[src/common/cdi_load_pkg.sv]
package cdi_load_pkg;

    // ========================================================================
    // Host download word
    // ========================================================================

    localparam int HOST_INDEX_W = 16;
    localparam int HOST_ADDR_W  = 25;
    localparam int HOST_DATA_W  = 16;

    // One host write strobe with its image index, byte address and data
    typedef struct packed {
        logic                    wr;
        logic [HOST_INDEX_W-1:0] index;
        logic [HOST_ADDR_W-1:0]  addr;
        logic [HOST_DATA_W-1:0]  data;
    } host_word_t;

    // ========================================================================
    // Image selection
    // ========================================================================

    // Index bits 7:6 tell which boot image is being sent
    localparam int IMAGE_SEL_LSB = 6;
    localparam int IMAGE_SEL_W   = 2;

    // Index bit 7 also selects the VMPEG half of the ROM region
    localparam int VMPEG_BANK_BIT = 7;

    typedef enum logic [IMAGE_SEL_W-1:0] {
        IMG_MAIN_ROM   = 2'b00,
        IMG_SLAVE_WORM = 2'b01,
        IMG_VMPEG_WORM = 2'b10
    } image_kind_e;

    function automatic image_kind_e image_kind(input logic [HOST_INDEX_W-1:0] index);
        return image_kind_e'(index[IMAGE_SEL_LSB +: IMAGE_SEL_W]);
    endfunction

endpackage

[src/common/cdi_mem_pkg.sv]
package cdi_mem_pkg;

    localparam int SDRAM_ADDR_W = 25;
    localparam int SDRAM_DATA_W = 16;
    localparam int WORM_ADDR_W  = 13;

    // Word counter for clearing, 512k words fit with room for the end value
    localparam int CLEAR_ADDR_W = 20;

    // Upper address bits where main and VMPEG ROM images live
    localparam logic [4:0] ROM_REGION = 5'b00100;

    // One request on the SDRAM controller port
    typedef struct packed {
        logic [SDRAM_ADDR_W-1:0] addr;
        logic [SDRAM_DATA_W-1:0] din;
        logic                    rd;
        logic                    wr;
        logic                    word;
        logic                    refresh;
        logic                    burst;
    } sdram_req_t;

    localparam sdram_req_t SDRAM_REQ_IDLE = '0;

    // Listed from highest to lowest priority
    typedef enum logic [1:0] {
        OWN_ROM,
        OWN_CLEAR,
        OWN_REFRESH,
        OWN_IDLE
    } sdram_owner_e;

    // Byte write into the slave write-once memory
    typedef struct packed {
        logic [WORM_ADDR_W-1:0] addr;
        logic [7:0]             data;
        logic                   wr;
    } worm_wr_t;

endpackage

[src/design/loader/image_router.sv]
`timescale 1ns/1ps

module image_router (
    input  logic                     clk_sys,
    input  logic                     cditop_reset,
    input  cdi_load_pkg::host_word_t host,
    output logic                     rom_strobe,
    output cdi_mem_pkg::worm_wr_t    worm
);

    cdi_load_pkg::image_kind_e               kind;
    logic                                    slave_strobe;
    logic                                    slave_strobe_q;
    logic                                    worm_wr_q;
    logic [cdi_mem_pkg::WORM_ADDR_W-1:0]     worm_addr_q;
    logic [7:0]                              worm_data_q;
    logic [7:0]                              high_byte_q;

    assign kind = cdi_load_pkg::image_kind(host.index);

    assign slave_strobe = host.wr && (kind == cdi_load_pkg::IMG_SLAVE_WORM);

    // Main ROM and VMPEG words both go to SDRAM
    assign rom_strobe = host.wr && (kind == cdi_load_pkg::IMG_MAIN_ROM ||
                                    kind == cdi_load_pkg::IMG_VMPEG_WORM);

    // ========================================================================
    // Slave write-once memory, one 16-bit word becomes two byte writes
    // ========================================================================

    always_ff @(posedge clk_sys) begin
        if (cditop_reset) begin
            slave_strobe_q <= 1'b0;
            worm_wr_q      <= 1'b0;
        end else begin
            slave_strobe_q <= slave_strobe;
            // Low byte on the first cycle, high byte on the second
            worm_wr_q      <= slave_strobe || slave_strobe_q;
        end
    end

    always_ff @(posedge clk_sys) begin
        if (slave_strobe) begin
            // A new word takes the slot even if a high byte was due
            worm_addr_q <= host.addr[cdi_mem_pkg::WORM_ADDR_W-1:0];
            worm_data_q <= host.data[7:0];
            high_byte_q <= host.data[15:8];
        end else begin
            worm_addr_q[0] <= 1'b1;
            worm_data_q    <= high_byte_q;
        end
    end

    assign worm = '{addr: worm_addr_q, data: worm_data_q, wr: worm_wr_q};

endmodule

[src/design/loader/rom_write_latch.sv]
`timescale 1ns/1ps

module rom_write_latch (
    input  logic                     clk_sys,
    input  logic                     cditop_reset,
    input  cdi_load_pkg::host_word_t host,
    input  logic                     rom_strobe,
    input  logic                     rom_done,
    output logic                     pending,
    output cdi_mem_pkg::sdram_req_t  rom_req,
    output logic                     overflow
);

    logic        vmpeg_q;
    logic [17:0] word_addr_q;
    logic [15:0] data_q;

    // ========================================================================
    // Pending flag and overflow
    // ========================================================================

    always_ff @(posedge clk_sys) begin
        if (cditop_reset) begin
            pending  <= 1'b0;
            overflow <= 1'b0;
        end else begin
            if (rom_strobe) begin
                pending <= 1'b1;
            end else if (rom_done) begin
                pending <= 1'b0;
            end

            // Host has no back-pressure, so a second word here is lost
            if (rom_strobe && pending) begin
                overflow <= 1'b1;
            end
        end
    end

    always_ff @(posedge clk_sys) begin
        if (rom_strobe) begin
            vmpeg_q     <= host.index[cdi_load_pkg::VMPEG_BANK_BIT];
            word_addr_q <= host.addr[18:1];
            data_q      <= host.data;
        end
    end

    // ========================================================================
    // SDRAM request for the held word
    // ========================================================================

    always_comb begin
        rom_req      = cdi_mem_pkg::SDRAM_REQ_IDLE;
        rom_req.addr = {cdi_mem_pkg::ROM_REGION, vmpeg_q, word_addr_q, 1'b0};
        // Host sends little endian, the 68k reads big endian
        rom_req.din  = {data_q[7:0], data_q[15:8]};
        rom_req.wr   = 1'b1;
        rom_req.word = 1'b1;
    end

endmodule

[src/design/core_reset_gen.sv]
`timescale 1ns/1ps

module core_reset_gen #(
    parameter int clear_words = 524288
) (
    input  logic                                 clk_sys,
    input  logic                                 cditop_reset,
    input  logic                                 menu_reset,
    input  logic                                 download,
    input  logic                                 clear_step,
    output logic [cdi_mem_pkg::CLEAR_ADDR_W-1:0] clear_addr,
    output logic                                 clear_done,
    output logic                                 core_reset
);

    localparam logic [cdi_mem_pkg::CLEAR_ADDR_W-1:0] clear_end =
        cdi_mem_pkg::CLEAR_ADDR_W'(clear_words);

    logic download_q;

    assign clear_done = (clear_addr == clear_end);

    // ========================================================================
    // Clear counter and core reset hold
    // ========================================================================

    always_ff @(posedge clk_sys) begin
        if (cditop_reset) begin
            download_q <= 1'b0;
            // Nothing to clear until a download starts
            clear_addr <= clear_end;
            core_reset <= 1'b1;
        end else begin
            download_q <= download;

            if (download && !download_q) begin
                clear_addr <= '0;
            end else if (clear_step && !clear_done) begin
                clear_addr <= clear_addr + 1'b1;
            end

            core_reset <= menu_reset || download || !clear_done;
        end
    end

endmodule

[src/design/sdram_prep_arbiter.sv]
`timescale 1ns/1ps

module sdram_prep_arbiter #(
    parameter int clear_words = 524288
) (
    input  logic                                 clk_sys,
    input  logic                                 cditop_reset,
    input  logic                                 core_reset,
    input  logic                                 pending,
    input  cdi_mem_pkg::sdram_req_t              rom_req,
    input  logic [cdi_mem_pkg::CLEAR_ADDR_W-1:0] clear_addr,
    input  logic                                 clear_done,
    input  cdi_mem_pkg::sdram_req_t              core_req,
    input  logic                                 sdram_busy,
    output cdi_mem_pkg::sdram_req_t              sdram,
    output logic                                 rom_done,
    output logic                                 clear_step
);

    // An empty clear region never takes the port
    localparam bit clear_enabled = (clear_words > 0);
    localparam int clear_pad_w = cdi_mem_pkg::SDRAM_ADDR_W - cdi_mem_pkg::CLEAR_ADDR_W - 1;

    cdi_mem_pkg::sdram_owner_e owner_next;
    cdi_mem_pkg::sdram_owner_e owner;
    cdi_mem_pkg::sdram_owner_e owner_q;
    cdi_mem_pkg::sdram_req_t   prep_req;
    logic                      busy_q;
    logic                      op_done;

    // ========================================================================
    // Owner selection
    // ========================================================================

    always_comb begin
        owner_next = cdi_mem_pkg::OWN_IDLE;
        if (core_reset) begin
            if (pending) begin
                owner_next = cdi_mem_pkg::OWN_ROM;
            end else if (clear_enabled && !clear_done) begin
                owner_next = cdi_mem_pkg::OWN_CLEAR;
            end else begin
                owner_next = cdi_mem_pkg::OWN_REFRESH;
            end
        end
    end

    // Owner stays put until the running operation is over
    assign owner = sdram_busy ? owner_q : owner_next;

    always_ff @(posedge clk_sys) begin
        if (cditop_reset) begin
            owner_q <= cdi_mem_pkg::OWN_IDLE;
            // Port looks busy so nothing is issued until a cycle after reset
            busy_q  <= 1'b1;
        end else begin
            owner_q <= owner;
            busy_q  <= sdram_busy;
        end
    end

    // Falling edge of busy ends the operation of the registered owner
    assign op_done    = busy_q && !sdram_busy;
    assign rom_done   = op_done && (owner_q == cdi_mem_pkg::OWN_ROM);
    assign clear_step = op_done && (owner_q == cdi_mem_pkg::OWN_CLEAR);

    // ========================================================================
    // Preparation request
    // ========================================================================

    always_comb begin
        prep_req      = cdi_mem_pkg::SDRAM_REQ_IDLE;
        prep_req.word = 1'b1;
        // Word counter to byte address
        prep_req.addr = {{clear_pad_w{1'b0}}, clear_addr, 1'b0};

        case (owner)
            cdi_mem_pkg::OWN_ROM: begin
                prep_req = rom_req;
            end
            cdi_mem_pkg::OWN_CLEAR: begin
                prep_req.wr = 1'b1;
            end
            cdi_mem_pkg::OWN_REFRESH: begin
                prep_req.rd      = 1'b1;
                prep_req.refresh = 1'b1;
            end
            default: begin
            end
        endcase

        // Nothing new until the cycle after busy has fallen,
        // so the finishing owner can update its state first
        if (sdram_busy || busy_q) begin
            prep_req.rd      = 1'b0;
            prep_req.wr      = 1'b0;
            prep_req.refresh = 1'b0;
        end
    end

    // Core owns the port once its reset is released
    assign sdram = core_reset ? prep_req : core_req;

endmodule

[src/design/cdi_loader_top.sv]
`timescale 1ns/1ps

module cdi_loader_top #(
    parameter int clear_words = 524288
) (
    input  logic                     clk_sys,
    input  logic                     cditop_reset,
    input  cdi_load_pkg::host_word_t host,
    input  logic                     download,
    input  logic                     menu_reset,
    input  cdi_mem_pkg::sdram_req_t  core_req,
    input  logic                     sdram_busy,
    output cdi_mem_pkg::sdram_req_t  sdram,
    output cdi_mem_pkg::worm_wr_t    worm,
    output logic                     core_reset,
    output logic                     overflow
);

    logic                                 rom_strobe;
    logic                                 rom_done;
    logic                                 pending;
    cdi_mem_pkg::sdram_req_t              rom_req;
    logic [cdi_mem_pkg::CLEAR_ADDR_W-1:0] clear_addr;
    logic                                 clear_done;
    logic                                 clear_step;

    image_router u_image_router (
        .clk_sys      (clk_sys),
        .cditop_reset (cditop_reset),
        .host         (host),
        .rom_strobe   (rom_strobe),
        .worm         (worm)
    );

    rom_write_latch u_rom_write_latch (
        .clk_sys      (clk_sys),
        .cditop_reset (cditop_reset),
        .host         (host),
        .rom_strobe   (rom_strobe),
        .rom_done     (rom_done),
        .pending      (pending),
        .rom_req      (rom_req),
        .overflow     (overflow)
    );

    core_reset_gen #(
        .clear_words (clear_words)
    ) u_core_reset_gen (
        .clk_sys      (clk_sys),
        .cditop_reset (cditop_reset),
        .menu_reset   (menu_reset),
        .download     (download),
        .clear_step   (clear_step),
        .clear_addr   (clear_addr),
        .clear_done   (clear_done),
        .core_reset   (core_reset)
    );

    sdram_prep_arbiter #(
        .clear_words (clear_words)
    ) u_sdram_prep_arbiter (
        .clk_sys      (clk_sys),
        .cditop_reset (cditop_reset),
        .core_reset   (core_reset),
        .pending      (pending),
        .rom_req      (rom_req),
        .clear_addr   (clear_addr),
        .clear_done   (clear_done),
        .core_req     (core_req),
        .sdram_busy   (sdram_busy),
        .sdram        (sdram),
        .rom_done     (rom_done),
        .clear_step   (clear_step)
    );

endmodule

[config.mk]
export PLATFORM = sky130hd
export DESIGN_NAME = cdi_loader_top
export DESIGN_NICKNAME = d
export VERILOG_FILES = /design/src/common/cdi_load_pkg.sv /design/src/common/cdi_mem_pkg.sv /design/src/design/loader/image_router.sv /design/src/design/loader/rom_write_latch.sv /design/src/design/core_reset_gen.sv /design/src/design/sdram_prep_arbiter.sv /design/src/design/cdi_loader_top.sv
export SDC_FILE = /design/constraint.sdc
export NUM_CORES = 1
export LEC_CHECK = 0
export BUFFER_PORTS_ARGS = -buffer_cell sky130_fd_sc_hd__buf_4
export CAP_MARGIN = 20
export CELL_PAD_IN_SITES_DETAIL_PLACEMENT = 1
export CELL_PAD_IN_SITES_GLOBAL_PLACEMENT = 1
export CORE_MARGIN = 1.5
export CORE_UTILIZATION = 38
export DETAILED_ROUTE_END_ITERATION = 10
export GPL_TIMING_DRIVEN = 0
export PLACE_DENSITY = 0.94
export REMOVE_ABC_BUFFERS = 1
export SETUP_SLACK_MARGIN = 0.02
export SKIP_LAST_GASP = 1
export SYNTH_ARGS = -nofsm -noshare
export SYNTH_HDL_FRONTEND = slang
export SYNTH_SLANG_ARGS = --single-unit
[constraint.sdc]
create_clock -name clk_sys -period 5.3 [get_ports clk_sys]
set_input_delay 0.53 -clock clk_sys [delete_from_list [all_inputs] [get_ports clk_sys]]
set_output_delay 0.53 -clock clk_sys [all_outputs]
set_load 0.05 [all_outputs]
==> qor.txt <==
Status: complete, no violations
Gate power share: 19.4%
RSZ-0062 raised after global routing: false
Post-CTS Repair Setup Buffers: 0
Yosys warns: 0
Root Buffer: clkbuf_8
GR peak layer: met2
Post-layout nets: 651
R2r setup slk: 3040 ps
Post-synth top area share: 40.6%
Worst rel slew slack: 52.4%
Critical path arrival: 2920 ps
Fillers: 1,162
First-pass GRT wire length: 17,100 µm
Post-Layout Inst Area: 5640 µm²
Non-filler cells, final: 681
GR Util met2: 34.8%
Biggest area consumer among synthesized cells: edfxtp_1
Total power: 0.00160 W
Row count: 37
Internal Power: 0.00114 W
Reg power frac: 51.2%
Met3 usage: 3.49%
Fmax: 290 MHz
Inst Count DP: 663
Via/cell ratio: 5.05
Crit Path Category: reg2out
Hold Path Class: in2reg
Drt first pass iters: 4
Sw power: 0.000460 W
Pwr Density: 283 nW/µm²
Setup violators final: 0
Pre-CTS setup slack: 2180 ps
CTS sink count: 93
H-Tree Depth: 3
Worst vdd ir: 122 µV
Avg Inst Size Synth: 10.5 µm²
Via count: 3,442
GR Util All Layers: 18.9%
Critical path required time: 4770 ps
Part of the power in the clock network: 29.4%
Startpoint Class: flip-flop
Worst-Margin Slew: 711 ps
Final hold vios: 0
Height of the die: 106 µm
Worst setup margin: 1850 ps
Worst R2R End: u_core_reset_gen.clear_addr[19]
Commonest non-fill, non-tap cells in the layout: buf_4, edfxtp_1, dfxtp_1
Die area: 11,300 µm²
Fin. max-slew vios: 0
Register area share after synthesis: 59.3%
Placed Instance Area: 5420 µm²
DRT Wirelength: 11,000 µm
Total global routing overflow: 0
Slowest-stage cell, CP: dfxtp_2
Buffer depth of the longest clock path: 2
DP HPWL: 8140 µm
Final worst-path cycle share: 65.1%
Critical path endpoint category: output pin
Register bit total from synthesis: 93
TritonCTS buffer count: 9
PortBufs: 158
Worst R2R Path Depth: 4
EDFF count, synth: 55
CTS Hold Buffers Added: 0
Routed Antenna Nets: 0
Clk_skew: 10.9 ps
Met1 GRT Util: 22.2%
Max Cap Viol: 0
TritonCTS clock tree: built
DR iter-0 viols: 108
I/O pin cnt: 179
Leakage power total: 2.28 nW
Count of cell types in the netlist: 46
Crit path depth: 7
P&R area growth vs syn: 38.6%
Layout cell share with drive strength beyond 1: 35.2%
Post-CTS sizing: 0
Post-synth top flop: edfxtp_1
Routed wire length per instance: 16.1 µm
Starting Density: 39.2%
Area contributors post-synth: edfxtp_1, dfxtp_1, mux2i_1
Clock slew at reported path FFs: 100 ps
Worst-path cell chain: buf_12 > nand2_1 > o21ai_4 > buf_16 > mux2i_1 > a21oi_1 > buf_4
Clk Latency, worst-skew pair: 340 ps
Syn Inst Count: 389
Post-Syn Area: 4070 µm²
CORE AREA: 10,400 µm²
Drt drc: 0
Setup TNS: 0 ps
Cell family with most CP delay: buffers and inverters
CP startpoint: u_core_reset_gen.core_reset
Post-synthesis async set-or-reset flop share: 0%
Crit path to: sdram[22]
Period minus WS final: 3450 ps
Reg-to-Reg Start: u_sdram_prep_arbiter.owner_q[1]
Initial antenna violation count: 0
Worst Path Buf+Inv: 3
Most common cell after layout, fill and taps aside: buf_4
N_diodes: 0
RePlAce Congestion: 0.801
Switch share: 28.8%
Worst path max stage delay: 720 ps
CP max FO: 55
Vias in the first global route: 3,580
Largest net degree at the start of global routing: 56
Die Width: 106 µm
## worst register-to-register path: cells and delay by family, from the launching register on
kind	cells	cell delay [ps]
and+or+nand+nor	4	1830
DFF	1	360
## metrics by stage
| stage | hold WS, ps | util, % |
|---|---|---|
| finish | 360 | 54.4 |
| global route | 342 | 54.4 |
| CTS | 345 | 54.2 |
| detailed placement | 426 | 52.3 |
| global placement | 417 | 51.4 |
| floorplan | 405 | - |
## power groups by stage
stage	logic, W	clock network (W)	registers, W
after floorplan	0.000142	0	0.000868
after global placement	0.000297	0	0.000837
after detailed placement	0.000312	0	0.000834
after CTS	0.000313	0.000484	0.000818
after global routing	0.000328	0.000509	0.000822
final	0.000311	0.000470	0.000817
## final cells by class
cell class	instances	area (µm²)	share of cell area (%)
Sequential cell	93	2410	42.8
Inverter	25	93.8	1.66
Tap cell	136	170	3.02
Clock inverter	7	73.8	1.31
Clock buffer	9	124	2.20
Multi-Input combinational cell	248	1480	26.3
Timing Repair Buffer	163	1280	22.7
## Yosys cell counts, types with 2 or more instances
cell type	n
ha_1	2
dfxtp_1	38
nand4_1	7
or3_1	9
buf_2	4
nand3_1	25
inv_1	24
clkbuf_1	15
o311ai_0	2
buf_1	2
or4_1	5
nor3_1	5
o22ai_1	4
and4_1	3
nand2b_1	2
o21ai_0	26
nand3b_1	2
nor2_1	31
buf_4	2
nor2b_1	9
xnor2_1	4
mux2i_1	19
a21oi_1	32
or2_2	5
nor3b_1	2
a2111o_1	2
edfxtp_1	55
nand2_1	33
xor2_1	3
## cells by family after synthesis
family / synth area share (%)
adders and majority gates: 0.615
and+or+nand+nor: 19.2
muxes: 4.95
xor gates and xnor gates: 1.51
AOI/OAI and AO/OA: 9.74
buffers and inverters: 4.73
DFF: 59.3
## metal layers
metal,vias to the layer above,wire length [µm]
met4,0,140
met5,-,0
met2,111,5760
met3,11,580
li1,1692,-
met1,1628,4470
## sequential cells by signal (all words and copies together) (netlist names), 2 cells and up
register                       count
u_image_router.worm_addr_q        13
u_image_router.worm_data_q         8
u_image_router.high_byte_q         8
u_sdram_prep_arbiter.owner_q       2
u_core_reset_gen.clear_addr       20
u_rom_write_latch.word_addr_q     18
u_rom_write_latch.data_q          16
## worst min-delay path by stage
| stage | start | endpoint | slack (ps) | depth (start not counted) |
|---|---|---|---|---|
| after floorplan | u_image_router.slave_strobe_q | u_image_router.worm_wr_q | 400 | 2 |
| after global placement | u_image_router.slave_strobe_q | u_image_router.worm_wr_q | 420 | 2 |
| after detailed placement | u_image_router.high_byte_q[7] | u_image_router.worm_data_q[7] | 430 | 2 |
| after CTS | host[34] | u_rom_write_latch.word_addr_q[17] | 350 | 1 |
| after global routing | host[11] | u_image_router.high_byte_q[3] | 340 | 1 |
| final | host[34] | u_rom_write_latch.word_addr_q[17] | 360 | 1 |
(Power assumes the default switching activity.)
